[src/bridge_pkg.sv]
/*
 * Shared widths, depths and memory size for the AXI bridge,
 * plus the bus command, response and state enums.
 */
`default_nettype none

package bridge_pkg;

  // data path widths.
  localparam int ADDR_WIDTH      = 16;  // byte address.
  localparam int DATA_WIDTH      = 32;
  localparam int STRB_WIDTH      = DATA_WIDTH / 8;
  localparam int ID_WIDTH        = 4;
  localparam int LEN_WIDTH       = 4;   // axi burst length field.
  localparam int CMD_LEN_WIDTH   = 5;   // beat count, 1 to 16.
  localparam int WORD_ADDR_WIDTH = ADDR_WIDTH - 2;

  // queue depths.
  localparam int CMD_FIFO_DEPTH  = 2;
  localparam int BID_FIFO_DEPTH  = 4;
  localparam int BCNT_WIDTH      = $clog2(BID_FIFO_DEPTH + 1);
  localparam int CMD_WIDTH       = ID_WIDTH + ADDR_WIDTH + CMD_LEN_WIDTH;

  // target memory.
  localparam int MEM_WORDS       = 256;
  localparam int MEM_ADDR_WIDTH  = $clog2(MEM_WORDS);

  typedef enum logic {
    READ  = 1'b0,
    WRITE = 1'b1
  } bus_cmd_e;

  typedef enum logic [1:0] {
    OKAY   = 2'b00,
    SLVERR = 2'b10
  } axi_resp_e;

  typedef enum logic {
    RD = 1'b0,
    WR = 1'b1
  } arb_owner_e;

  typedef enum logic [1:0] {
    IDLE        = 2'b00,
    READ_BURST  = 2'b01,
    WRITE_BURST = 2'b10
  } tgt_state_e;

endpackage

`default_nettype wire

[src/cmd_arbiter.sv]
/*
 * Round-robin merge of the read and write command queues
 * onto the single target command port.
 */
`timescale 1ns/1ps
`default_nettype none

module cmd_arbiter (
  input  logic                                 i_clk,
  input  logic                                 i_rst_n,
  input  logic                                 i_rd_valid,
  output logic                                 o_rd_accept,
  input  logic [bridge_pkg::ID_WIDTH-1:0]      i_rd_id,
  input  logic [bridge_pkg::ADDR_WIDTH-1:0]    i_rd_addr,
  input  logic [bridge_pkg::CMD_LEN_WIDTH-1:0] i_rd_len,
  input  logic                                 i_wr_valid,
  output logic                                 o_wr_accept,
  input  logic [bridge_pkg::ID_WIDTH-1:0]      i_wr_id,
  input  logic [bridge_pkg::ADDR_WIDTH-1:0]    i_wr_addr,
  input  logic [bridge_pkg::CMD_LEN_WIDTH-1:0] i_wr_len,
  output logic                                 o_cmd_valid,
  input  logic                                 i_cmd_accept,
  output bridge_pkg::bus_cmd_e                 o_cmd,
  output logic [bridge_pkg::ID_WIDTH-1:0]      o_cmd_id,
  output logic [bridge_pkg::ADDR_WIDTH-1:0]    o_cmd_addr,
  output logic [bridge_pkg::CMD_LEN_WIDTH-1:0] o_cmd_len
);
  bridge_pkg::arb_owner_e last_owner;
  logic                   grant_wr;
  logic                   cmd_fire;

  // on a tie the queue that did not win last time goes first.
  assign grant_wr = i_wr_valid && (!i_rd_valid || (last_owner == bridge_pkg::RD));
  assign cmd_fire = o_cmd_valid && i_cmd_accept;

  assign o_cmd_valid = i_rd_valid || i_wr_valid;
  assign o_rd_accept = i_cmd_accept && i_rd_valid && !grant_wr;
  assign o_wr_accept = i_cmd_accept && grant_wr;

  always_comb begin
    if (grant_wr) begin
      o_cmd      = bridge_pkg::WRITE;
      o_cmd_id   = i_wr_id;
      o_cmd_addr = i_wr_addr;
      o_cmd_len  = i_wr_len;
    end else begin
      o_cmd      = bridge_pkg::READ;
      o_cmd_id   = i_rd_id;
      o_cmd_addr = i_rd_addr;
      o_cmd_len  = i_rd_len;
    end
  end

  always_ff @(posedge i_clk or negedge i_rst_n) begin
    if (!i_rst_n) begin
      last_owner <= bridge_pkg::WR;  // reads win the first tie.
    end else if (cmd_fire) begin
      last_owner <= grant_wr ? bridge_pkg::WR : bridge_pkg::RD;
    end
  end

  a_one_accept: assert property (@(posedge i_clk) disable iff (!i_rst_n)
    !(o_rd_accept && o_wr_accept));

endmodule

`default_nettype wire

[config.mk]
export PLATFORM = sky130hd
export DESIGN_NAME = cmd_arbiter
export DESIGN_NICKNAME = d
export VERILOG_FILES = /design/src/bridge_pkg.sv /design/src/cmd_arbiter.sv
export SDC_FILE = /design/constraint.sdc
export NUM_CORES = 1
export LEC_CHECK = 0
export ABC_CLOCK_PERIOD_IN_PS = 1400
export BUFFER_PORTS_ARGS = -buffer_cell sky130_fd_sc_hd__buf_2
export CAP_MARGIN = 20
export CORE_MARGIN = 4
export CORE_UTILIZATION = 27
export CTS_BUF_LIST = sky130_fd_sc_hd__clkbuf_4 sky130_fd_sc_hd__clkbuf_8
export CTS_CLUSTER_SIZE = 28
export DETAILED_ROUTE_END_ITERATION = 10
export PLACE_DENSITY = 0.81
export SETUP_SLACK_MARGIN = 0.2
export SYNTH_ARGS = -nofsm -noshare
export SYNTH_HDL_FRONTEND = slang
export SYNTH_SLANG_ARGS = --single-unit
[constraint.sdc]
create_clock -name i_clk -period 1.4 [get_ports i_clk]
set_input_delay 0.07 -clock i_clk [delete_from_list [all_inputs] [get_ports i_clk]]
set_output_delay 0.07 -clock i_clk [all_outputs]
set_load 0.01 [all_outputs]
==> After elaboration in Yosys (flattened, before gate mapping) <==
Cells that the tools add are included.
{ "totals": {"regBits": 1, "n_memories": 0, "ramBits": 0, "output_inout_bits": 29, "latchBits": 0, "input_bits": 55, "rom_bits": 0, "wordCells": 15} }
{ "classes": {"div": 0, "n_eq_ne": 0, "reduce_logical": 9, "multipliers": 0, "muxes": 4, "add_sub_neg": 0, "magnitude_cmp": 0, "shifts": 0, "bitwise": 1} }
{ "ops": {"columns": ["cell", "n"], "rows": [
  ["$mux W16", 1],
  ["$logic_and A1 B1 Y1", 5],
  ["$mux W5", 1],
  ["$mux W4", 1],
  ["$logic_not A1 Y1", 2],
  ["$logic_or A1 B1 Y1", 2],
  ["$mux W1", 1],
  ["$not A1 Y1", 1]
]} }

==> Logic depth before layout (Yosys ltp) <==
{ "logic_depth": {"ltp_word": 5, "ltp_mapped": 3} }

==> Worst setup path after synthesis <==
No wires, ideal clock.
{ "synth_path": {"kind": "reg2out", "start": "register last_owner", "end": "output o_cmd_addr[10] (netlist name)", "n_path_buf": 1, "arrival_ns": 1.171, "path_slack_ns": 0.159, "path_stages_with_launch": 4, "cell_sequence": "dfstp_2 a21boi_4 buf_12 mux2_4"} }
{ "synth_via": {"elab_chain_len": 4} }
{ "synth_rtl": {"columns": ["item", "line_no", "source"], "rows": [
  ["start, declared", "cmd_arbiter.sv:28", "bridge_pkg::arb_owner_e last_owner;"],
  ["start signal, assigned", "cmd_arbiter.sv:56", "last_owner <= bridge_pkg::WR;"],
  ["start signal, assigned", "cmd_arbiter.sv:58", "last_owner <= grant_wr ? bridge_pkg::WR : bridge_pkg::RD;"],
  ["$not A1 Y1", "cmd_arbiter.sv:33", "assign grant_wr = i_wr_valid && (!i_rd_valid || (last_owner == bridge_pkg::RD));"],
  ["$logic_or A1 B1 Y1", "cmd_arbiter.sv:33", null],
  ["$logic_and A1 B1 Y1", "cmd_arbiter.sv:33", null],
  ["$mux W16", "cmd_arbiter.sv:41", "if (grant_wr) begin"],
  ["end, declared", "cmd_arbiter.sv:25", "output logic [bridge_pkg::ADDR_WIDTH-1:0] o_cmd_addr,"]
]} }
No other way between the ends.

==> Worst setup path in the final report <==
{ "layout_path": {"start": "register last_owner", "end": "output o_cmd_id[0] (netlist name)"} }
{ "layout_via": {"elab_chain_len": 4} }
{ "layout_rtl": {"columns": ["item", "line_no", "source"], "rows": [
  ["$not A1 Y1", "cmd_arbiter.sv:33", null],
  ["$logic_or A1 B1 Y1", "cmd_arbiter.sv:33", null],
  ["$logic_and A1 B1 Y1", "cmd_arbiter.sv:33", null],
  ["$mux W4", "cmd_arbiter.sv:41", null],
  ["end, declared", "cmd_arbiter.sv:24", "output logic [bridge_pkg::ID_WIDTH-1:0] o_cmd_id,"]
]} }
No other way between the ends.

==> impl_metrics.json <==
{
  "detailedPlacementHpwl_mm": 1.636,
  "hold_path.class": "input port to asynchronous set/reset pin",
  "critPathCaptureType": "output port",
  "p_int_uw": 282.5,
  "final_area_um2": 922.1,
  "clock_power_share_pct": 0,
  "crit_path_max_incr_delay_ns": 0.37,
  "cts.repair_timing.setup_buffer_count": 0,
  "grt_setup_unrepaired": "true",
  "largest_reg_flops": 1,
  "final_net_count": 177,
  "regArea_um2": 26.28,
  "worst-endpoint-required_ns": 1.33,
  "grt_antenna_before_repair": 0,
  "total_i_o_pin_count": 84,
  "yosys.cell_count.top_type": "mux2_4",
  "path_clk_slew_ns": 0,
  "timing_worst_slew_pin_value_ns": 0.1957,
  "synth.top_cells.by_area": "mux2_4 (60%), mux2_2 (14%), buf_12 (8.4%), dfstp_2 (5.5%), a21boi_4 (3.9%)",
  "final.hold.worst_slack_ns": 0.006302,
  "crit_chain": "a21boi_4 > buf_12 > mux2_2 > buf_2",
  "maxSlewViolCount": 0,
  "yosys.cell_types.count": 10,
  "start_util_pct": 29.91,
  "row_count": 14,
  "synth-seq-area-share_pct": 5.512,
  "die_h_um": 50.02,
  "detail_route.wirelength_mm": 1.710,
  "worst_setup_path_start_kind": "register",
  "max-vdd-ir-drop_mv": 0.3743,
  "antenna_violating_nets_post_route": 0,
  "worstPathMaxFanout": 15,
  "die_x_um": 50.02,
  "hold_viol_final": 0,
  "synthCells": 37,
  "vias_per_cell": 4.278,
  "swShare_pct": 36.36,
  "synth_warnings": 0,
  "detailed_place.area_um2": 922.1,
  "pin_count_of_the_biggest_net_entering_global_routing": 16,
  "power.leakage_uw": 0.0005596,
  "avgSynthCellArea_um2": 12.88,
  "global_route_wire_length_before_repair_mm": 2.739,
  "power_frac_seq_pct": 10.7,
  "status": "completed",
  "combinationalPowerShare_pct": 89.3,
  "drc": 0,
  "switchingPower_uw": 161.4,
  "setup_tns_ns": 0,
  "grt_use_total_pct": 13.09,
  "timing.final.setup_violations": 0,
  "cp.buffers_inverters": 2,
  "clock_insertion_delay_worst_skew_ns": 0,
  "cts-hold-fix-buffers": 0,
  "synth_top_cell_by_area": "mux2_4",
  "synth.ff_latch_count": 1,
  "slew-limit-headroom_pct": 86.92,
  "synthArstFlopShare_pct": 100.0,
  "antenna_cells_inserted": 0,
  "finalCritPeriodShare_pct": 93.38,
  "synthToLayoutAreaGrowth_pct": 93.44,
  "final.fill_count": 157,
  "worst_clock_skew_ns": 0,
  "max_freq_mhz": 764.9,
  "first_pass_iters": 2,
  "ys_top_cells_by_count": "mux2_4 (19), mux2_2 (6), a21oi_1 (3), buf_12 (2), nand2_1 (2)",
  "cp_top_family": "flip-flops",
  "drt_iter0_drc": 1,
  "worst-endpoint-arrival_ns": 1.24,
  "synth_largest_type_area_fraction_pct": 59.84,
  "mappedNetlistArea_um2": 476.7,
  "cellPowerDensity_nw_per_um2": 481.4,
  "vias": 616,
  "largest_register": "last_owner",
  "criticalPathCategory": "register to output port",
  "gp_routability_congestion": 0.6714,
  "largest_registers": "last_owner x1",
  "via_count_of_the_first_global_routing_pass": 667,
  "max_capacitance_violation_total": 0,
  "synth_fp_nets": 92,
  "synth_edf_count": 0,
  "io_buffers": 83,
  "avgRoutedWirePerCell_um": 11.88,
  "cell_type_of_the_slowest_stage_on_the_worst_timing_path": "dfstp_2",
  "drive_above_1_share_pct": 94.17,
  "multi_input_comb_area_um2": 406.6,
  "synth_flop_cell": "dfstp_2",
  "grt_overflow_total": 0,
  "floorplan_core_area_um2": 1594,
  "floorplan.die_area_um2": 2502,
  "layout_min_cycle_time_ns": 1.307
}
-- cell usage in the layout (no fill, tap or decap) --
cell type,netlist,routed
and3_1,1,1
a21boi_4,1,1
buf_12,2,2
inv_1,1,1
buf_2,0,83
nand2_1,2,2
dfstp_2,1,1
or2_2,1,1
a21oi_1,3,3
mux2_4,19,19
mux2_2,6,6
-- worst paths after layout --
check | from | to | slack [ns] | cells past startpoint
setup / recovery | last_owner | o_cmd_id[0] | 0.09 | 4
hold / removal | i_rst_n | last_owner | 0.006 | 1
setup reg to reg | last_owner | last_owner | 0.57 | 2
hold reg to reg | last_owner | last_owner | 0.52 | 2
max in group asynchronous | i_rst_n | last_owner | 1.37 | 1
min in group i_clk | i_cmd_accept | last_owner | 0.34 | 3
-- area by class of cell --
cell class | instances | area share, %
inverter | 1 | 0.4071
tap | 24 | 3.256
timing repair buffer | 85 | 49.39
multi-input combinational | 33 | 44.10
sequential | 1 | 2.849
-- cells by family after synthesis --
logic type             share of synthesized area, %
AO/OA/AOI/OAI                                 7.086
buffers and inverters                         9.186
flip-flops                                    5.513
multiplexers                                  74.01
AND/OR/NAND/NOR                               4.202
-- through the flow --
stage | cells | power, uW | util, % | setup WS [ns]
floorplan | 37 | 287.2 | - | 0.1732
global placement | 144 | 442.9 | 57.85 | 0.1164
detailed placement | 144 | 450.5 | 57.85 | 0.08688
CTS | 144 | 451.0 | 57.85 | 0.08507
global route | 144 | 479.8 | 57.85 | 0.03176
finish | 144 | 443.9 | 57.85 | 0.09265
-- power by group through the flow --
stage	clock, uW	combinational (uW)	sequential [uW]
floorplan	0	241	46.2
global placement	0	396	46.6
detailed placement	0	403	47.7
CTS	0	403	47.7
global route	0	431	49.1
finish	0	396	47.5
-- worst reg2reg max path, delay by kind of cell, from the launching register on --
| kind | cells | cell delay [ns] |
|---|---|---|
| flip-flops | 1 | 0.55 |
| buffers and inverters | 1 | 0.06 |
| AO/OA/AOI/OAI | 1 | 0.14 |
-- timing repair --
item	4_1_cts	5_1_grt
resized for setup	0	0
hold endpoints to repair	0	0
endpoints found under the setup margin	25	25
pin swaps	0	0
-- per-layer routing --
layer | share of wire, % | vias to the layer above | wire length (um) | GRT usage [%]
li1 | - | 304 | - | -
met1 | 30 | 269 | 514 | 12.48
met2 | 58 | 43 | 994 | 28.91
met3 | 12 | 0 | 201 | 2.410
met4 | 0 | 0 | 0 | 0
met5 | 0 | - | 0 | 0
Power figures use the tool's default switching activity.
