$ cat src/bridge_pkg.sv
/*
 * Shared widths, depths and memory size for the AXI bridge,
 * plus the bus command, response and state enums.
 */
`default_nettype none

package bridge_pkg;

  // data path widths.
  localparam int ADDR_WIDTH      = 16;  // byte address.
  localparam int DATA_WIDTH      = 32;
  localparam int STRB_WIDTH      = DATA_WIDTH / 8;
  localparam int ID_WIDTH        = 4;
  localparam int LEN_WIDTH       = 4;   // axi burst length field.
  localparam int CMD_LEN_WIDTH   = 5;   // beat count, 1 to 16.
  localparam int WORD_ADDR_WIDTH = ADDR_WIDTH - 2;

  // queue depths.
  localparam int CMD_FIFO_DEPTH  = 2;
  localparam int BID_FIFO_DEPTH  = 4;
  localparam int BCNT_WIDTH      = $clog2(BID_FIFO_DEPTH + 1);
  localparam int CMD_WIDTH       = ID_WIDTH + ADDR_WIDTH + CMD_LEN_WIDTH;

  // target memory.
  localparam int MEM_WORDS       = 256;
  localparam int MEM_ADDR_WIDTH  = $clog2(MEM_WORDS);

  typedef enum logic {
    READ  = 1'b0,
    WRITE = 1'b1
  } bus_cmd_e;

  typedef enum logic [1:0] {
    OKAY   = 2'b00,
    SLVERR = 2'b10
  } axi_resp_e;

  typedef enum logic {
    RD = 1'b0,
    WR = 1'b1
  } arb_owner_e;

  typedef enum logic [1:0] {
    IDLE        = 2'b00,
    READ_BURST  = 2'b01,
    WRITE_BURST = 2'b10
  } tgt_state_e;

endpackage

`default_nettype wire

$ cat src/sync_fifo.sv
/*
 * First-word-fall-through synchronous FIFO, WIDTH x DEPTH,
 * with a check against overflow and underflow.
 */
`timescale 1ns/1ps
`default_nettype none

module sync_fifo #(
  parameter int WIDTH = 8,
  parameter int DEPTH = 2
) (
  input  logic             i_clk,
  input  logic             i_rst_n,
  input  logic             i_push,
  input  logic [WIDTH-1:0] i_data,
  output logic             o_full,
  input  logic             i_pop,
  output logic [WIDTH-1:0] o_data,
  output logic             o_empty
);
  localparam int PTR_WIDTH = (DEPTH > 1) ? $clog2(DEPTH) : 1;
  localparam int CNT_WIDTH = $clog2(DEPTH + 1);

  logic [WIDTH-1:0]     mem [DEPTH];
  logic [PTR_WIDTH-1:0] wr_ptr;
  logic [PTR_WIDTH-1:0] rd_ptr;
  logic [CNT_WIDTH-1:0] count;

  function automatic logic [PTR_WIDTH-1:0] next_ptr(logic [PTR_WIDTH-1:0] ptr);
    return (ptr == PTR_WIDTH'(DEPTH - 1)) ? '0 : ptr + 1'b1;
  endfunction

  assign o_full  = (count == CNT_WIDTH'(DEPTH));
  assign o_empty = (count == '0);
  assign o_data  = mem[rd_ptr];  // oldest entry shows directly.

  always_ff @(posedge i_clk or negedge i_rst_n) begin
    if (!i_rst_n) begin
      wr_ptr <= '0;
      rd_ptr <= '0;
      count  <= '0;
    end else begin
      if (i_push) wr_ptr <= next_ptr(wr_ptr);
      if (i_pop) rd_ptr <= next_ptr(rd_ptr);
      case ({i_push, i_pop})
        2'b10:   count <= count + 1'b1;
        2'b01:   count <= count - 1'b1;
        default: count <= count;  // idle, or push and pop together.
      endcase
    end
  end

  always_ff @(posedge i_clk) begin
    if (i_push) mem[wr_ptr] <= i_data;
  end

  // the producer must honour full and the consumer must honour empty.
  a_no_overflow_underflow: assert property (@(posedge i_clk) disable iff (!i_rst_n)
    !(i_push && o_full) && !(i_pop && o_empty));

endmodule

`default_nettype wire

$ cat src/read_cmd_path.sv
/*
 * AR to read command queue, and target read beats to the R channel.
 */
`timescale 1ns/1ps
`default_nettype none

module read_cmd_path (
  input  logic                                i_clk,
  input  logic                                i_rst_n,
  input  logic                                i_arvalid,
  output logic                                o_arready,
  input  logic [bridge_pkg::ID_WIDTH-1:0]     i_arid,
  input  logic [bridge_pkg::ADDR_WIDTH-1:0]   i_araddr,
  input  logic [bridge_pkg::LEN_WIDTH-1:0]    i_arlen,
  output logic                                o_rvalid,
  input  logic                                i_rready,
  output logic [bridge_pkg::ID_WIDTH-1:0]     o_rid,
  output logic [bridge_pkg::DATA_WIDTH-1:0]   o_rdata,
  output bridge_pkg::axi_resp_e               o_rresp,
  output logic                                o_rlast,
  output logic                                o_cmd_valid,
  input  logic                                i_cmd_accept,
  output logic [bridge_pkg::ID_WIDTH-1:0]     o_cmd_id,
  output logic [bridge_pkg::ADDR_WIDTH-1:0]   o_cmd_addr,
  output logic [bridge_pkg::CMD_LEN_WIDTH-1:0] o_cmd_len,
  input  logic                                i_resp_valid,
  output logic                                o_resp_accept,
  input  logic [bridge_pkg::ID_WIDTH-1:0]     i_resp_id,
  input  logic [bridge_pkg::DATA_WIDTH-1:0]   i_resp_data,
  input  logic                                i_resp_last,
  input  logic                                i_resp_error
);
  logic                             cmd_full;
  logic                             cmd_empty;
  logic [bridge_pkg::CMD_WIDTH-1:0] cmd_in;
  logic [bridge_pkg::CMD_LEN_WIDTH-1:0] beats;

  assign beats     = bridge_pkg::CMD_LEN_WIDTH'(i_arlen) + 1'b1;  // axlen + 1.
  assign cmd_in    = {i_arid, i_araddr[bridge_pkg::ADDR_WIDTH-1:2], 2'b00, beats};
  assign o_arready = !cmd_full;
  assign o_cmd_valid = !cmd_empty;

  sync_fifo #(
    .WIDTH (bridge_pkg::CMD_WIDTH),
    .DEPTH (bridge_pkg::CMD_FIFO_DEPTH)
  ) u_cmd_fifo (
    .i_clk   (i_clk),
    .i_rst_n (i_rst_n),
    .i_push  (i_arvalid && !cmd_full),
    .i_data  (cmd_in),
    .o_full  (cmd_full),
    .i_pop   (o_cmd_valid && i_cmd_accept),
    .o_data  ({o_cmd_id, o_cmd_addr, o_cmd_len}),
    .o_empty (cmd_empty)
  );

  // R channel is a straight mapping of the target response.
  assign o_rvalid      = i_resp_valid;
  assign o_resp_accept = i_rready;
  assign o_rid         = i_resp_id;
  assign o_rdata       = i_resp_data;
  assign o_rlast       = i_resp_last;
  assign o_rresp       = i_resp_error ? bridge_pkg::SLVERR : bridge_pkg::OKAY;

endmodule

`default_nettype wire

$ cat config.mk
export PLATFORM = sky130hd
export DESIGN_NAME = read_cmd_path
export DESIGN_NICKNAME = d
export VERILOG_FILES = /design/src/bridge_pkg.sv /design/src/sync_fifo.sv /design/src/read_cmd_path.sv
export SDC_FILE = /design/constraint.sdc
export NUM_CORES = 1
export LEC_CHECK = 0
export ABC_AREA = 0
export BUFFER_PORTS_ARGS = -buffer_cell sky130_fd_sc_hd__clkbuf_2
export CORE_AREA = 2 2 94 87
export CTS_BUF_LIST = sky130_fd_sc_hd__clkbuf_4 sky130_fd_sc_hd__clkbuf_8
export CTS_CLUSTER_DIAMETER = 200
export DETAILED_ROUTE_END_ITERATION = 16
export DIE_AREA = 0 0 96 89
export SYNTH_ARGS = -nofsm -noshare
export SYNTH_HDL_FRONTEND = slang
export SYNTH_SLANG_ARGS = --single-unit
$ cat constraint.sdc
create_clock -name i_clk -period 3.4 [get_ports i_clk]
set_input_delay 0.68 -clock i_clk [delete_from_list [all_inputs] [get_ports i_clk]]
set_output_delay 0.68 -clock i_clk [all_outputs]
set_load 0.05 [all_outputs]
---- Yosys cells after proc, flatten, opt, wreduce, memory -nomap -nowiden ----
Memories as Yosys holds them, arrays and structs flattened.
Cells that the tools add are included.
word-level totals
  flip-flop bits (word level) ............. 4
  bits in writable memories ............... 46
  logic and storage cells ................. 24
  memories kept ........................... 1
memory list
  memory          words  bits a word  rd ports  clocked after Yosys merged registers in  wr ports  line             source
  u_cmd_fifo.mem  2      23           1         0                                        1         sync_fifo.sv:24  logic [WIDTH-1:0] mem [DEPTH];
operators by class
  $add $sub $neg .......................... 5
  equality and inequality tests ........... 3
  multiplexer cells ....................... 6
  reductions and logical operators ........ 6
operator list
  kind                   count
  $add A4 B1 Y5 const B  1
  $eq A2 B2 Y1 const B   2
  $mux W1                4
  $pmux W2 S2            1
  $add A1 B1 Y1 const B  2
  $add A2 B1 Y2 const B  1
  $eq A2 B1 Y1 const B   1
  $logic_and A1 B1 Y1    2
  $logic_not A1 Y1       2
  $logic_not A2 Y1       1
  $mux W2                1
  $reduce_bool A2 Y1     1
  $sub A2 B1 Y2 const B  1

---- Longest topological paths before layout ----
  word-level depth ........................ 5
  depth in mapped cells ................... 6
  mapped depth without buffers ............ 6

---- Cells and area by module ----
A second synthesis with hierarchy kept.
second synthesis, totals
  cell total of the unflattened synthesis .. 146
  area, all modules ....................... 2,467.4 um2
by module, submodules not included
  module         instances  cells each  area an instance (um2)
  sync_fifo      1          94          2,089.5
  read_cmd_path  1          52          377.9

---- Least setup slack after synthesis ----
OpenSTA, ideal clock, no wires.
  path type ............................... reg2reg
  from .................................... reg u_cmd_fifo.count[0]
  to ...................................... mem u_cmd_fifo.mem[0][0] (netlist name) (enable)
  setup time .............................. 403 ps
  arrival ................................. 2,062 ps
  required time ........................... 2,997 ps
  slack ................................... 935 ps
  cell stages (with the launch flop) ...... 4
  path buffers ............................ 0
  period minus slack after synthesis ...... 2,465 ps
  path through ............................ dfrtp_1 > nand2b_1 > nand2_1 > nor2_1
on the way
  longest elaborated chain between the ends .. 5
RTL lines
  element                        line                 source
  start: declaration             sync_fifo.sv:27      logic [CNT_WIDTH-1:0] count;
  start signal: assignment       sync_fifo.sv:46      2'b10: count <= count + 1'b1;
  start signal: assignment       sync_fifo.sv:47      2'b01: count <= count - 1'b1;
  start signal: assignment       sync_fifo.sv:48      default: count <= count;
  $eq A2 B2 Y1                   sync_fifo.sv:33      assign o_full = (count == CNT_WIDTH'(DEPTH));
  $logic_not A1 Y1               n/a
  via o_arready                  read_cmd_path.sv:11  output logic o_arready,
  $logic_and A1 B1 Y1            read_cmd_path.sv:49  .i_push (i_arvalid && !cmd_full),
  $mux W1                        sync_fifo.sv:54      if (i_push) mem[wr_ptr] <= i_data;
  $mux W1 (not written as such)  sync_fifo.sv:54
  end: declaration               sync_fifo.sv:24
The timed path passes the listed nets, and every way through them passes these cells.

---- Final worst setup path ----
  from .................................... reg u_cmd_fifo.rd_ptr
  to ...................................... out o_cmd_len[2] (netlist name)
on the way
  longest elaborated chain between the ends .. 1
RTL lines
  element                   line                 source
  start: declaration        sync_fifo.sv:26      logic [PTR_WIDTH-1:0] rd_ptr;
  start signal: assignment  sync_fifo.sv:44      if (i_pop) rd_ptr <= next_ptr(rd_ptr);
  $mem_v2 Z2 W23            n/a
  end: declaration          read_cmd_path.sv:25  output logic [bridge_pkg::CMD_LEN_WIDTH-1:0] o_cmd_len,
No other way between the ends.

==> results by stage <==
Cells and area:
- Leaving out fill and tap cells, the most frequent cells in the layout are 50 x clkbuf_2, 46 x edfxtp_1, 23 x mux2_2.
- For this run, the share of the core covered by cells in the final layout is 0.324.
- The number of inserted diodes is 0.
- The post-layout instance count excluding filler cells is 252.
- In the final layout, the share of cells above drive strength 1 is 0.545.
- The synthesis-to-layout area growth is 8.29%.
- Fill cells in the final layout number 754.
- The most common cell after layout, fill and taps aside is clkbuf_2.
- The final-stage net count is 225.

Logic synthesis:
- The proportion of synthesized chip area in sequential cells is 0.663.
- In this run the cell area of the synthesized design comes to 2230 sq um.
- The synthesized netlist contains 18 unique library cells.
- After synthesis, the mean cell area works out to 16.1 sq um.
- During synthesis, Yosys emitted a total of 0 warnings.
- The cell count after synthesis is 139.
- Sorting the synthesized cells by area gives the leading types as edfxtp_1 62%, buf_4 14%, mux2_2 12%, dfrtp_1 4.5%, xnor2_1 1.6%.
- The count of state elements after synthesis is 50.
- The share of synthesized area in the top cell type comes to 0.618.
- Summed over all instances, the cell type with the most area after synthesis is edfxtp_1.

Die:
- The number of placement rows is 30.
- The area enclosed by the die boundary is 8540 sq um.
- The placeable core region is 7470 sq um.
- During I/O placement, the number of pins put on the boundary was 136.
- The die width is 96 microns.
- The effective utilization at floorplan is 0.299.
- The vertical extent of the die is 89 microns.

GRT:
- Global routing finished with a remaining overflow of 0.
- The initial antenna violation count is 0.
- The via count of the first global-routing pass is 1052.
- The maximum number of pins on one net before global-route repair is 25.
- The global router's overall resource usage is 0.0822.
- The wire length of the first global-routing pass is 5140 microns.

Timing:
- Setup repair after global routing left no endpoint under its margin.
- The aggregate negative setup slack is 0 ns.
- The maximum operating frequency is 443 MHz.
- At the pin with the least slew margin, the transition time is 0.542 ns.
- The final hold violation count was 0.
- On the final layout, the worst clock skew is 0.00711 ns.
- Counting I/O delays and the setup requirement, the final critical path takes 2.26 ns.
- The final cycle utilization of the critical path is 0.664.
- The number of pins exceeding their max-slew limit in the final report is 0.
- Setup violations remaining at the end of the flow were counted as 0.
- The post-layout worst setup margin is 1.14 ns.
- The headroom to the max-slew limit is 0.639.

Routing:
- The detailed router placed 1047 vias in this run.
- Summed over all layers, the routed wires come to 3400 microns.
- Dividing the detail-routed via count by the number of cells gives 4.15.
- The remaining antenna violation count after routing is 0.
- The routed length per placed instance is 13.5 microns.
- After detailed routing, the number of remaining DRC violations is 0.
- After the first detailed-routing iteration, the DRC count stood at 53.
- The first-pass iteration count of the detailed router is 2.

Pwr:
- The maximum vdd drop is 0.000345 V.
- The internal power is 1.43 mW.
- The relative contribution of sequential cells to total power is 0.368.
- The portion of total power attributed to combinational logic is 0.433.
- Of the total power, the share spent switching nets is 0.408.
- The power density normalized to cell area is 998 nW/um^2.
- Summed over all cells, the static leakage comes to 0.935 nW.
- The total net switching power is 985 uW.
- The clock network fraction of design power is 0.199.

CTS:
- Counting along the longest clock path gives a buffer depth of 2.
- The H-tree level count is 2.
- The number of clock buffers added by TritonCTS is 5.
- TritonCTS built the clock tree.
- Buffers added to address setup during post-CTS repair amount to 0.
- For the worst-skew pair, the clock arrives at the later sink with an insertion delay of 0.30 ns.
- The number of clock sinks is 50.
- After clock tree synthesis, the clock-pin slew on the worst setup and hold paths is 0.09 ns.
- The number of instances resized during post-cts repair is 0.
- The master cell of the clock root buffer is clkbuf_8.
- The number of hold buffers added after CTS was 0.

Worst setup path:
- In this run the worst setup path terminates at o_cmd_len[2].
- Walking the worst path, the cells encountered are buf_4, mux2_2, clkbuf_2.
- The cell family with the largest share of critical-path delay is buffers and inverters.
- The peak per-stage delay on the critical path is 0.39 ns.
- In this run the worst setup path begins at u_cmd_fifo.rd_ptr$_DFFE_PN0P_.
- The type of the setup path with the least slack is reg -> out.
- The critical path contains buffers and inverters numbering 2 combined.
- The logic depth of the worst register-to-register path is 4.
- For this design, the slowest cell found on the critical path is mux2_2.
- The arrival time at the worst endpoint is 1.58 ns.
- In this run the worst path has a maximum fanout of 24.
- The sort of element at the start of the critical path is a register.
- The number of logic stages on the critical path including buffering is 3.
- The worst register-to-register path ends at u_cmd_fifo.mem[0][9]$_DFFE_PP_.
- The launch instance of the worst register-to-register path is u_cmd_fifo.count[0]$_DFFE_PN0P_.
- The type of destination of the critical path is an output port.
- The slack of the worst reg-to-reg path is 1.59 ns.
- The data required time at the worst endpoint is 2.72 ns.

Placement:
- At the placement stage, the worst setup path has a slack of 1.36 ns.
- The placed instance count is 244.
- Detailed placement ended at an HPWL of 2330 microns.
- The final weighted congestion of routability-driven global placement is 0.615.
- The number of buffer cells added on primary ports is 50.

Worst hold path:
- The worst hold path belongs to the class in -> async.

Outcome:
- The run finished with clean final reports.

Run:
- The max-cap violation count is 0.
-- cell usage after synthesis --
library cell,count
or2_1,1
inv_1,1
and3_1,2
edfxtp_1,46
buf_6,2
ha_1,2
nor2_1,2
and2_4,1
nand2_1,1
mux2_2,23
conb_1,1
dfrtp_1,4
nand2b_1,1
nand3_1,1
buf_4,43
buf_2,1
xor2_1,3
xnor2_1,4
-- per-layer routing --
layer | vias up | wire length, microns | track usage
met5 | - | 0 | 0
met2 | 44 | 1690 | 0.136
met4 | 0 | 89 | 0.0481
li1 | 472 | - | -
met1 | 518 | 1380 | 0.0874
met3 | 13 | 235 | 0.0354
-- per-stage QoR --
stage	hold WS [ns]	cell area (sq um)	total power, mW
after floorplan	0.384	2240	1.88
after global placement	0.477	2290	1.96
after detailed placement	0.479	2290	1.97
after CTS	0.164	2420	2.46
after global routing	0.167	2420	2.54
final	0.176	2420	2.41
-- state kept, by name, indices dropped and copies added, names as in the netlist --
name and cells:
u_cmd_fifo.count 2, u_cmd_fifo.mem 46, u_cmd_fifo.rd_ptr 1, u_cmd_fifo.wr_ptr 1
-- worst register-to-register path, delay by kind of cell, from the launching register on --
| kind | cells | cell delay (ns) |
|---|---|---|
| AND/OR/NAND/NOR | 3 | 0.75 |
| flip-flops | 1 | 0.41 |
| buffers and inverters | 1 | 0.34 |
-- cell families after synthesis --
logic type	after synthesis	synth area share
muxes	23	0.116
adders and majority gates	2	0.0112
xor gates and xnor gates	7	0.0274
buffers and inverters	47	0.158
and+or+nand+nor	9	0.0224
DFF	50	0.663
other	1	0.00168
-- power groups by stage --
stage	sequential, mW	combinational (mW)	clock [mW]
global placement	0.897	1.06	0
CTS	0.891	1.07	0.502
finish	0.889	1.05	0.480
detailed placement	0.904	1.06	0
floorplan	0.894	0.989	0
global route	0.905	1.11	0.518
-- worst min path at each step --
| stage | start | end | slack (ns) | cells past startpoint |
|---|---|---|---|---|
| finish | i_rst_n | u_cmd_fifo.count[1]$_DFFE_PN0P_ | 0.18 | 1 |
| global placement | u_cmd_fifo.count[1]$_DFFE_PN0P_ | u_cmd_fifo.count[1]$_DFFE_PN0P_ | 0.48 | 1 |
| CTS | i_rst_n | u_cmd_fifo.count[1]$_DFFE_PN0P_ | 0.16 | 1 |
| global route | i_rst_n | u_cmd_fifo.count[1]$_DFFE_PN0P_ | 0.17 | 1 |
| detailed placement | u_cmd_fifo.count[1]$_DFFE_PN0P_ | u_cmd_fifo.count[1]$_DFFE_PN0P_ | 0.48 | 1 |
| floorplan | i_rst_n | u_cmd_fifo.count[0]$_DFFE_PN0P_ | 0.38 | 0 |
-- area by class of cell --
type,count,area (sq um),share of cell area
Clock inverter,3,63.8,0.0264
Timing Repair Buffer,53,273,0.113
Sequential cell,50,1480,0.612
Clock buffer,5,68.8,0.0284
Multi-Input combinational cell,44,409,0.169
Tap cell,96,120,0.0496
Inverter,1,3.75,0.00155
(Power assumes the default switching activity.)
