===== src/bridge_pkg.sv =====
/*
 * Shared widths, depths and memory size for the AXI bridge,
 * plus the bus command, response and state enums.
 */
`default_nettype none

package bridge_pkg;

  // data path widths.
  localparam int ADDR_WIDTH      = 16;  // byte address.
  localparam int DATA_WIDTH      = 32;
  localparam int STRB_WIDTH      = DATA_WIDTH / 8;
  localparam int ID_WIDTH        = 4;
  localparam int LEN_WIDTH       = 4;   // axi burst length field.
  localparam int CMD_LEN_WIDTH   = 5;   // beat count, 1 to 16.
  localparam int WORD_ADDR_WIDTH = ADDR_WIDTH - 2;

  // queue depths.
  localparam int CMD_FIFO_DEPTH  = 2;
  localparam int BID_FIFO_DEPTH  = 4;
  localparam int BCNT_WIDTH      = $clog2(BID_FIFO_DEPTH + 1);
  localparam int CMD_WIDTH       = ID_WIDTH + ADDR_WIDTH + CMD_LEN_WIDTH;

  // target memory.
  localparam int MEM_WORDS       = 256;
  localparam int MEM_ADDR_WIDTH  = $clog2(MEM_WORDS);

  typedef enum logic {
    READ  = 1'b0,
    WRITE = 1'b1
  } bus_cmd_e;

  typedef enum logic [1:0] {
    OKAY   = 2'b00,
    SLVERR = 2'b10
  } axi_resp_e;

  typedef enum logic {
    RD = 1'b0,
    WR = 1'b1
  } arb_owner_e;

  typedef enum logic [1:0] {
    IDLE        = 2'b00,
    READ_BURST  = 2'b01,
    WRITE_BURST = 2'b10
  } tgt_state_e;

endpackage

`default_nettype wire


===== src/sync_fifo.sv =====
/*
 * First-word-fall-through synchronous FIFO, WIDTH x DEPTH,
 * with a check against overflow and underflow.
 */
`timescale 1ns/1ps
`default_nettype none

module sync_fifo #(
  parameter int WIDTH = 8,
  parameter int DEPTH = 2
) (
  input  logic             i_clk,
  input  logic             i_rst_n,
  input  logic             i_push,
  input  logic [WIDTH-1:0] i_data,
  output logic             o_full,
  input  logic             i_pop,
  output logic [WIDTH-1:0] o_data,
  output logic             o_empty
);
  localparam int PTR_WIDTH = (DEPTH > 1) ? $clog2(DEPTH) : 1;
  localparam int CNT_WIDTH = $clog2(DEPTH + 1);

  logic [WIDTH-1:0]     mem [DEPTH];
  logic [PTR_WIDTH-1:0] wr_ptr;
  logic [PTR_WIDTH-1:0] rd_ptr;
  logic [CNT_WIDTH-1:0] count;

  function automatic logic [PTR_WIDTH-1:0] next_ptr(logic [PTR_WIDTH-1:0] ptr);
    return (ptr == PTR_WIDTH'(DEPTH - 1)) ? '0 : ptr + 1'b1;
  endfunction

  assign o_full  = (count == CNT_WIDTH'(DEPTH));
  assign o_empty = (count == '0);
  assign o_data  = mem[rd_ptr];  // oldest entry shows directly.

  always_ff @(posedge i_clk or negedge i_rst_n) begin
    if (!i_rst_n) begin
      wr_ptr <= '0;
      rd_ptr <= '0;
      count  <= '0;
    end else begin
      if (i_push) wr_ptr <= next_ptr(wr_ptr);
      if (i_pop) rd_ptr <= next_ptr(rd_ptr);
      case ({i_push, i_pop})
        2'b10:   count <= count + 1'b1;
        2'b01:   count <= count - 1'b1;
        default: count <= count;  // idle, or push and pop together.
      endcase
    end
  end

  always_ff @(posedge i_clk) begin
    if (i_push) mem[wr_ptr] <= i_data;
  end

  // the producer must honour full and the consumer must honour empty.
  a_no_overflow_underflow: assert property (@(posedge i_clk) disable iff (!i_rst_n)
    !(i_push && o_full) && !(i_pop && o_empty));

endmodule

`default_nettype wire


===== src/write_cmd_path.sv =====
/*
 * AW to write command queue, W beats forwarded to the target,
 * and B responses built from an ID FIFO and a burst counter.
 */
`timescale 1ns/1ps
`default_nettype none

module write_cmd_path (
  input  logic                                 i_clk,
  input  logic                                 i_rst_n,
  input  logic                                 i_awvalid,
  output logic                                 o_awready,
  input  logic [bridge_pkg::ID_WIDTH-1:0]      i_awid,
  input  logic [bridge_pkg::ADDR_WIDTH-1:0]    i_awaddr,
  input  logic [bridge_pkg::LEN_WIDTH-1:0]     i_awlen,
  input  logic                                 i_wvalid,
  output logic                                 o_wready,
  input  logic [bridge_pkg::DATA_WIDTH-1:0]    i_wdata,
  input  logic [bridge_pkg::STRB_WIDTH-1:0]    i_wstrb,
  input  logic                                 i_wlast,
  output logic                                 o_bvalid,
  input  logic                                 i_bready,
  output logic [bridge_pkg::ID_WIDTH-1:0]      o_bid,
  output bridge_pkg::axi_resp_e                o_bresp,
  output logic                                 o_cmd_valid,
  input  logic                                 i_cmd_accept,
  output logic [bridge_pkg::ID_WIDTH-1:0]      o_cmd_id,
  output logic [bridge_pkg::ADDR_WIDTH-1:0]    o_cmd_addr,
  output logic [bridge_pkg::CMD_LEN_WIDTH-1:0] o_cmd_len,
  output logic                                 o_data_valid,
  input  logic                                 i_data_accept,
  output logic [bridge_pkg::DATA_WIDTH-1:0]    o_data,
  output logic [bridge_pkg::STRB_WIDTH-1:0]    o_data_byteen,
  output logic                                 o_data_last
);
  logic                                 cmd_full;
  logic                                 cmd_empty;
  logic                                 bid_full;
  logic                                 bid_empty;
  logic                                 aw_fire;
  logic                                 burst_done;
  logic                                 b_fire;
  logic                                 cnt_room;
  logic [bridge_pkg::BCNT_WIDTH-1:0]    burst_cnt;  // finished W bursts without B.
  logic [bridge_pkg::CMD_LEN_WIDTH-1:0] beats;
  logic [bridge_pkg::CMD_WIDTH-1:0]     cmd_in;

  assign beats     = bridge_pkg::CMD_LEN_WIDTH'(i_awlen) + 1'b1;
  assign cmd_in    = {i_awid, i_awaddr[bridge_pkg::ADDR_WIDTH-1:2], 2'b00, beats};
  assign o_awready = !cmd_full && !bid_full;  // needs room in both queues.
  assign aw_fire   = i_awvalid && o_awready;
  assign o_cmd_valid = !cmd_empty;

  sync_fifo #(
    .WIDTH (bridge_pkg::CMD_WIDTH),
    .DEPTH (bridge_pkg::CMD_FIFO_DEPTH)
  ) u_cmd_fifo (
    .i_clk   (i_clk),
    .i_rst_n (i_rst_n),
    .i_push  (aw_fire),
    .i_data  (cmd_in),
    .o_full  (cmd_full),
    .i_pop   (o_cmd_valid && i_cmd_accept),
    .o_data  ({o_cmd_id, o_cmd_addr, o_cmd_len}),
    .o_empty (cmd_empty)
  );

  sync_fifo #(
    .WIDTH (bridge_pkg::ID_WIDTH),
    .DEPTH (bridge_pkg::BID_FIFO_DEPTH)
  ) u_bid_fifo (
    .i_clk   (i_clk),
    .i_rst_n (i_rst_n),
    .i_push  (aw_fire),
    .i_data  (i_awid),
    .o_full  (bid_full),
    .i_pop   (b_fire),
    .o_data  (o_bid),
    .o_empty (bid_empty)
  );

  // W beats go straight to the target.
  assign cnt_room      = (burst_cnt < bridge_pkg::BCNT_WIDTH'(bridge_pkg::BID_FIFO_DEPTH));
  assign o_wready      = cnt_room && i_data_accept;
  assign o_data_valid  = cnt_room && i_wvalid;
  assign o_data        = i_wdata;
  assign o_data_byteen = i_wstrb;
  assign o_data_last   = i_wlast;

  assign burst_done = i_wvalid && o_wready && i_wlast;
  assign o_bvalid   = (burst_cnt != '0) && !bid_empty;
  assign b_fire     = o_bvalid && i_bready;
  assign o_bresp    = bridge_pkg::OKAY;  // write errors are not reported.

  always_ff @(posedge i_clk or negedge i_rst_n) begin
    if (!i_rst_n) begin
      burst_cnt <= '0;
    end else if (burst_done && !b_fire) begin
      burst_cnt <= burst_cnt + 1'b1;
    end else if (b_fire && !burst_done) begin
      burst_cnt <= burst_cnt - 1'b1;
    end
  end

  a_burst_cnt_bound: assert property (@(posedge i_clk) disable iff (!i_rst_n)
    burst_cnt <= bridge_pkg::BCNT_WIDTH'(bridge_pkg::BID_FIFO_DEPTH));

endmodule

`default_nettype wire


===== config.mk =====
export PLATFORM = sky130hd
export DESIGN_NAME = write_cmd_path
export DESIGN_NICKNAME = d
export VERILOG_FILES = /design/src/bridge_pkg.sv /design/src/sync_fifo.sv /design/src/write_cmd_path.sv
export SDC_FILE = /design/constraint.sdc
export NUM_CORES = 1
export LEC_CHECK = 0
export ABC_AREA = 1
export BUFFER_PORTS_ARGS = -buffer_cell sky130_fd_sc_hd__buf_2
export CORE_ASPECT_RATIO = 1.1
export CORE_MARGIN = 10
export CORE_UTILIZATION = 44
export CTS_CLUSTER_DIAMETER = 30
export CTS_CLUSTER_SIZE = 8
export DETAILED_ROUTE_END_ITERATION = 8
export GPL_TIMING_DRIVEN = 0
export PLACE_DENSITY = 0.86
export SETUP_SLACK_MARGIN = 0.5
export SLEW_MARGIN = 20
export SYNTH_ARGS = -nofsm -noshare
export SYNTH_HDL_FRONTEND = slang
export SYNTH_SLANG_ARGS = --single-unit

===== constraint.sdc =====
create_clock -name i_clk -period 2 [get_ports i_clk]
set_input_delay 0.5 -clock i_clk [delete_from_list [all_inputs] [get_ports i_clk]]
set_output_delay 0.5 -clock i_clk [all_outputs]
set_load 0.03 [all_outputs]

# Word level (Yosys, flattened, before mapping)
# Memories as Yosys holds them, arrays and structs flattened.
# Cells that the tools add are included.
[totals] reg_bits=14 mem_bits_rw=62 inputBits=68 out_inout_bits=73 wordCells=62 n_memories=2
[classes] n_addsub=11 n_lt_le_gt_ge=1 eq_ne=8 muxes=10 reduce_logical=23
[mem_list] memory="u_cmd_fifo.mem" depth=2 width=23 rd=1 rd_ports_with_merged_regs=0 wr=1 line="sync_fifo.sv:24" text="logic [WIDTH-1:0] mem [DEPTH];"
[mem_list] memory="u_bid_fifo.mem" depth=4 width=4 rd=1 rd_ports_with_merged_regs=0 wr=1 line="sync_fifo.sv:24"
[op_table] cell="logical AND 1 bit" n=11
[op_table] cell="== test 2 bit, second input constant" n=5
[op_table] cell="adder 2 x 1 -> 2 bit, second input constant" n=3
[op_table] cell="adder 3 x 1 -> 3 bit, second input constant" n=2
[op_table] cell="logical NOT 1 bit" n=6
[op_table] cell="two-way mux 3 bit" n=2
[op_table] cell="case mux 3 bit (2 select lines)" n=1
[op_table] cell="nonzero test 2 bit" n=3
[op_table] cell="subtractor 3 x 1 -> 3 bit, second input constant" n=2
[op_table] cell="adder 4 x 1 -> 5 bit, second input constant" n=1
[op_table] cell="== test 2 x 1 -> 1 bit, second input constant" n=2
[op_table] cell="two-way mux 1 bit" n=4
[op_table] cell="two-way mux 2 bit" n=2
[op_table] cell="case mux 2 bit (2 select lines)" n=1
[op_table] cell="== test 3 bit, second input constant" n=1
[op_table] cell="logical NOT 3 bit" n=1
[op_table] cell="less-than comparator 3 bit, second input constant" n=1
[op_table] cell="nonzero test 3 bit" n=1
[op_table] cell="adder 1 bit, second input constant" n=2
[op_table] cell="logical NOT 2 bit" n=1
[op_table] cell="subtractor 2 x 1 -> 2 bit, second input constant" n=1

# Depth between registers and ports, before layout
# Gate-level depths: netlist of run 1.
[depth] word_depth=8 ltp_mapped=11 ltp_nobuf=11

# Cells and area by module
# Synthesis of run 1 repeated with hierarchy kept, for this count alone.
[hier_totals] cells_unflattened=337 hier_area_um2=3873.7
[by_module_without_submodules] module="sync_fifo (u_cmd_fifo)" n_inst=1 cells_per_inst=155 area_each_um2=2204.6 seq_area_each_um2=1601.5
[by_module_without_submodules] module="sync_fifo (u_bid_fifo)" n_inst=1 cells_per_inst=99 area_each_um2=1067.3 seq_area_each_um2=655.6
[by_module_without_submodules] module="write_cmd_path" n_inst=1 cells_per_inst=83 area_each_um2=601.8 seq_area_each_um2=75.1

# Least setup slack after synthesis of run 1
# Ideal clock, no wire load.
[synth_path] kind="input port to flip-flop" start="input i_wvalid" end="register burst_cnt[2] (netlist bit)" t_arrival_ns=2.152 required_ns=1.883 slack_ns=-0.269 cell_stages=9 path_buffers=0 cell_sequence="inv_1 -> nor2_1 -> and3_1 -> ha_1 -> inv_1 -> fa_1 -> or2_2 -> nand4_1 -> nand2_1"
[synth_between] elab_chain_len=5 word_cells_on_any_way=7
[synth_rtl] item="from (decl)" line="write_cmd_path.sv:16" text="input logic i_wvalid,"
[synth_rtl] item="logical AND 1 bit * (2 in a row)" line="write_cmd_path.sv:90" text="assign burst_done = i_wvalid && o_wready && i_wlast;"
[synth_rtl] item="logical NOT 1 bit" line="write_cmd_path.sv:100" text="end else if (b_fire && !burst_done) begin"
[synth_rtl] item="logical AND 1 bit" line="write_cmd_path.sv:100"
[synth_rtl] item="nonzero test 2 bit (no line)"
[synth_rtl] item="to (signal assigned)" line="write_cmd_path.sv:99" text="burst_cnt <= burst_cnt + 1'b1;"
[synth_rtl] item="to (signal assigned)" line="write_cmd_path.sv:101" text="burst_cnt <= burst_cnt - 1'b1;"
[synth_rtl] item="to (decl)" line="write_cmd_path.sv:44" text="logic [bridge_pkg::BCNT_WIDTH-1:0] burst_cnt;"
# Every way passes the cells marked *; elsewhere a longest branch is shown, timed or not.
# A chain may end at the register's enable or synchronous reset.

# Worst setup path after layout of run 1
[layout_path] start="register u_bid_fifo.rd_ptr[0]" end="output o_bid[3] (netlist bit)"
[layout_between] elab_chain_len=1
[layout_rtl] item="from (decl)" line="sync_fifo.sv:26" text="logic [PTR_WIDTH-1:0] rd_ptr;"
[layout_rtl] item="from (signal assigned)" line="sync_fifo.sv:44" text="if (i_pop) rd_ptr <= next_ptr(rd_ptr);"
[layout_rtl] item="memory read (4 x 4 bit)"
[layout_rtl] item="to (decl)" line="write_cmd_path.sv:23" text="output logic [bridge_pkg::ID_WIDTH-1:0] o_bid,"
# Every way passes these cells.

==> results of run 1 <==
-- how the worst min path moves through the flow --
stage,to,slack (ns)
2_1_floorplan,burst_cnt[0],0.20
3_3_place_gp,burst_cnt[0],0.41
3_5_place_dp,burst_cnt[1],0.41
4_1_cts,burst_cnt[1],0.04
5_1_grt,burst_cnt[0],0.06
6_report,burst_cnt[1],0.04
-- synthesized netlist by cell type (all sizes together) --
| library cell | n |
|---|---|
| nand2 | 99 |
| conb | 1 |
| nor2 | 20 |
| and2 | 1 |
| xnor2 | 3 |
| fa | 2 |
| and3 | 1 |
| o21ai | 9 |
| nand3 | 6 |
| inv | 30 |
| or2 | 2 |
| buf | 46 |
| edfxtp | 62 |
| o22ai | 4 |
| ha | 9 |
| dfrtp | 14 |
| nand4 | 7 |
| xor2 | 4 |
-- sequential cells by signal, indices dropped and copies added, names as in the netlist --
name               count
u_cmd_fifo.count       2
u_bid_fifo.rd_ptr      2
u_cmd_fifo.mem        46
burst_cnt              3
u_cmd_fifo.rd_ptr      1
u_bid_fifo.count       3
u_cmd_fifo.wr_ptr      1
u_bid_fifo.wr_ptr      2
u_bid_fifo.mem        16
-- power by group through the flow --
stage / Combinational [mW] / Sequential (mW) / Clock (mW)
finish: 5.17 / 2.48 / 1.09
global route: 5.49 / 2.51 / 1.17
global placement: 3.05 / 2.43 / 0
detailed placement: 3.15 / 2.46 / 0
CTS: 4.49 / 2.40 / 1.10
floorplan: 2.30 / 2.40 / 0
-- cells in the final DEF (no fill, tap or decap), drive strengths merged --
cell	count
buf	180
nand2	99
edfxtp	62
inv	28
nor2	21
dfrtp	14
clkbuf	10
ha	9
o21ai	9
nand4	7
nand3	6
xor2	4
o22ai	4
clkinvlp	4
conb	4
xnor2	3
clkinv	3
or2	2
fa	2
and3	1
and2	1
bufinv	1
-- critical path, stage by stage, from the launching register on --
cell	delay [ns]
dfrtp_2	0.46
buf_6	0.16
o21ai_2	0.17
o22ai_2	0.11
buf_6	0.15
-- cell families (layout without fill, tap and decap cells) --
| logic type | count (synthesis) | after routing |
|---|---|---|
| flip-flops | 76 | 76 |
| AO/OA/AOI/OAI | 13 | 13 |
| AND/OR/NAND/NOR | 136 | 137 |
| other | 1 | 4 |
| buffers and inverters | 76 | 226 |
| XOR/XNOR | 7 | 7 |
| adder cells (fa/ha/maj) | 11 | 11 |
-- layer usage --
metal | vias to the layer above | GRT usage
met5 | - | 0
met4 | 0 | 0.0861
met3 | 36 | 0.0671
met2 | 159 | 0.278
met1 | 1321 | 0.151
li1 | 1304 | -
-- what timing repair did --
action / 4_1_cts / 5_1_grt
pin swaps: 13 / 25
cloned: 4 / 1
gates resized for setup: 103 / 93
setup buffers: 27 / 7
endpoints found under the setup margin: 86 / 99
-- layout make-up --
| cell class | count | area (µm²) | area share |
|---|---|---|---|
| Inverter | 30 | 131 | 0.0244 |
| Timing Repair inverter | 1 | 7.51 | 0.00139 |
| Clock buffer | 9 | 124 | 0.0230 |
| Multi-Input combinational cell | 172 | 1270 | 0.235 |
| Buffer | 46 | 364 | 0.0675 |
| Sequential cell | 76 | 2220 | 0.411 |
| Timing Repair Buffer | 135 | 1090 | 0.203 |
| Tap cell | 108 | 135 | 0.0250 |
| Clock inverter | 5 | 55.1 | 0.0102 |
==> flow_metrics.tcl, run 1 <==
set metrics [dict create \
    status "completed" \
    htree_levels 3 \
    routed-wl-met2_um 5180 \
    cap_violations 0 \
    leakage_nw 2.49 \
    syn_area_um2 3520 \
    p_int_mw 5.03 \
    cp.arrival_ns 1.41 \
    postRouteAntennaNets 0 \
    syn_area_per_cell_um2 11.0 \
    synth_top_cell_area_share 0.529 \
    hold_viol_final 0 \
    rrSetupSlack_ns 0.13 \
    powerDensity_nw_per_um2 1620 \
    grt_pass1_wl_um 14700 \
    power_frac_seq 0.284 \
    overflow 0 \
    dieArea_um2 12000 \
    n_antenna_cell 0 \
    ys_ff_latch 76 \
    synthCells 320 \
    yosys_warnings 0 \
    drive_gt1_frac 0.620 \
    setup_viol 0 \
    r2r_start "burst_cnt[2]" \
    max_freq_mhz 525 \
    io_pins 141 \
    setup.worst_path.class "reg2out" \
    combPwrFrac 0.592 \
    met1_length_um 3640 \
    end_kind "output pin" \
    dr.first_iter.drc_count 173 \
    vias 2820 \
    stdcell_count 582 \
    antenna_found_initial 0 \
    core_area_um2 7870 \
    crit_end "o_bid[3]" \
    switchingPower_mw 3.71 \
    via_per_inst 4.85 \
    holdWs_ns 0.0403 \
    die_h_um 114 \
    clockBufferDepth 2 \
    cts.clk_slew.worst_paths_ns 0.08 \
    synthXorXnorAreaFrac 0.0174 \
    cts_buffers 9 \
    clock-sinks 76 \
    synth.area.top_cells "edfxtp_1 53%, nand2_1 10%, dfrtp_1 10%, buf_4 8.7%, ha_1 3.2%" \
    clock_power_share 0.124 \
    synth_top_family_by_area "simple AND/OR/NAND/NOR gates" \
    place_hpwl_um 6480 \
    cts_tree "done" \
    firstDrtPassIters 4 \
    finalClockSkew_ns 0.0152 \
    hold_path_class "in2async" \
    drc 0 \
    grt_max_degree 15 \
    critPathLaunch "u_bid_fifo.rd_ptr[0]" \
    grt_pass1_vias 2837 \
    gp_congestion 0.850 \
    rr_worst_depth 10 \
    root_buffer "clkbuf_8" \
    start_util 0.447 \
    avgRoutedWirePerCell_um 17.5 \
    pre_cts_slack_ns 0.0183 \
    tns_ns 0 \
    setup_ws_ns 0.0943 \
    final_net_count 550 \
    power.total_mw 8.73 \
    port_buffers 98 \
    syn2layout_area_growth_pct 53.2 \
    min_period_over_period 0.953 \
    finalMaxSlewViolations 0 \
    synthSimpleGateAreaFrac 0.163 \
    ir_worst_vdd_mv 0.754 \
    cp.required_ns 1.50 \
    grt_usage 0.157 \
    placed_cells 529 \
    yosysTopAreaCell "edfxtp_1" \
    critical_path.max_fanout 9 \
    synthAdderAreaFrac 0.0434 \
    place_area_um2 4230 \
    n_fill_cell 532 \
    num_rows 34 \
    start_kind "flop" \
    rsz0062_at_grt "yes" \
    synth_compound_area_frac 0.0199 \
    period_minus_slack_ns 1.91 \
    drt_wl_total_um 10200 \
    synth.mux.area_fraction 0 \
    swShare 0.424 \
    top_layer "met4" \
    fp.dieW_um 105 \
    stdcell_area_um2 5400 \
    ys_types 25 \
    cts_hold_buf 0 \
    yosysSeqAreaShare 0.628 \
    met3_length_um 969 \
    final_util 0.686 \
    reg2reg_to "burst_cnt[2]" \
    clk_latency_ns 0.35 \
]
Power figures use the tool's default switching activity.
==> inputs of run 2 (changes only) <==
- RECOVER_POWER: default -> 100
==> flow_metrics.tcl, run 2 (synthesized netlist as in run 1, its figures left out) <==
set metrics [dict create \
    overflow 0 \
    fp.dieW_um 105 \
    cts_tree "done" \
    final-seq-area_um2 2210 \
    setup.worst_path.class "reg2reg" \
    relSlewSlack 0.448 \
    powerDensity_nw_per_um2 1610 \
    min_period_over_period 0.975 \
    max_freq_mhz 513 \
    gp_congestion 0.850 \
    reg2reg_to "burst_cnt[2]" \
    pre_cts_slack_ns 0.0183 \
    die_h_um 114 \
    place_hpwl_um 6480 \
    critical_path.max_fanout 3 \
    dr.first_iter.drc_count 186 \
    top_register "u_cmd_fifo.mem" \
    root_buffer "clkbuf_8" \
    largest_registers "u_cmd_fifo.mem x46, u_bid_fifo.mem x16" \
    cts_buffers 9 \
    avgRoutedWirePerCell_um 17.6 \
    cp.required_ns 2.29 \
    tns_ns 0 \
    tightest_slew_ns 0.828 \
    cp.arrival_ns 2.24 \
    status "completed" \
    final_cell_mix "65 x buf_4, 62 x edfxtp_1, 53 x clkbuf_1, 48 x nand2_1, 31 x nand2_2" \
    core_area_um2 7870 \
    grt_pass1_wl_um 14700 \
    hold_path_class "in2async" \
    dieArea_um2 12000 \
    grt_usage 0.157 \
    grt_pass1_vias 2837 \
    largest_reg_flops 46 \
    antenna_found_initial 0 \
    cap_violations 0 \
    syn2layout_area_growth_pct 43.6 \
    drt_wl_total_um 10300 \
    firstDrtPassIters 4 \
    layout.cells.most_common "buf_4" \
    grt_max_degree 15 \
    n_fill_cell 620 \
    period_minus_slack_ns 1.95 \
    setup_ws_ns 0.0495 \
    num_rows 34 \
    finalClockSkew_ns 0.0129 \
    finalMaxSlewViolations 0 \
    htree_levels 3 \
    clock-sinks 76 \
    via_per_inst 4.82 \
    final_net_count 550 \
    start_util 0.447 \
    vias 2803 \
    end_kind "flop" \
    cts.clk_slew.worst_paths_ns 0.08 \
    port_buffers 98 \
    multi_input_area_um2 1180 \
    postRouteAntennaNets 0 \
    drc 0 \
    rrSetupSlack_ns 0.05 \
    leakage_nw 2.28 \
    rsz0062_at_grt "yes" \
    start_kind "flop" \
    ir_worst_vdd_mv 0.657 \
    clk_latency_ns 0.35 \
    setup_viol 0 \
    clockBufferDepth 2 \
    hold_viol_final 0 \
    n_antenna_cell 0 \
    rr_worst_depth 10 \
    io_pins 141 \
    r2r_start "burst_cnt[2]" \
    cts_hold_buf 0 \
    drive_gt1_frac 0.479 \
]
==> run 2: worst max path at each step <==
| stage | from | slack [ns] | end |
|---|---|---|---|
| floorplan | i_wvalid | 0.1 | burst_cnt[2] |
| global placement | i_wvalid | 0.06 | burst_cnt[2] |
| detailed placement | i_wvalid | 0.02 | burst_cnt[2] |
| CTS | u_bid_fifo.rd_ptr[0] | 0.16 | o_bid[3] |
| global route | u_bid_fifo.count[0] | -0.04 | burst_cnt[2] |
| finish | burst_cnt[2] | 0.05 | burst_cnt[2] |
==> run 2: metal layers <==
layer	routed length, µm	global-route usage
met1	3640	0.151
met2	5190	0.278
met3	1050	0.0671
met4	376	0.0861
met5	0	0
==> run 2: cell type report <==
| class | instances | area share |
|---|---|---|
| tap | 108 | 0.0267 |
| inverter | 30 | 0.0260 |
| buffer | 46 | 0.0720 |
| timing repair inverter | 1 | 0.00149 |
| clock inverter | 5 | 0.0109 |
| timing repair buffer | 135 | 0.166 |
| clock buffer | 9 | 0.0245 |
| sequential | 76 | 0.438 |
| multi-input combinational | 172 | 0.234 |
==> run 2: worst max-delay path, stage by stage, from the launching register on <==
cell	delay, ns
dfrtp_1	0.41
clkbuf_1	0.17
nor2_4	0.12
and3_1	0.17
ha_1	0.16
inv_2	0.05
fa_2	0.34
or2_4	0.24
nand3_1	0.09
nand2_1	0.08
nand2_1	0.07
==> run 2: power breakdown <==
part           total (mW)  internal, mW  switching, mW
logic                4.58          1.80           2.77
registers            2.47          2.21          0.265
clock network        1.09         0.557          0.528
total                8.14          4.57           3.57
==> run 2: per-stage QoR <==
stage          hold slack [ns]  instances  cell area, µm²  utilization  total power, mW
2_1_floorplan            0.204        323            3610            -             4.70
5_1_grt                  0.269        582            5050        0.642             8.58
4_1_cts                 0.0445        574            5030        0.639             7.99
3_5_place_dp             0.414        529            4230        0.538             5.60
3_3_place_gp             0.407        529            4230        0.538             5.48
6_report                 0.219        582            5050        0.642             8.14
==> run 2: what timing repair did <==
action,CTS,global route
pin swaps,13,25
setup endpoints to repair,86,99
resized for setup,103,93
setup buffers,27,7
cloned,4,1
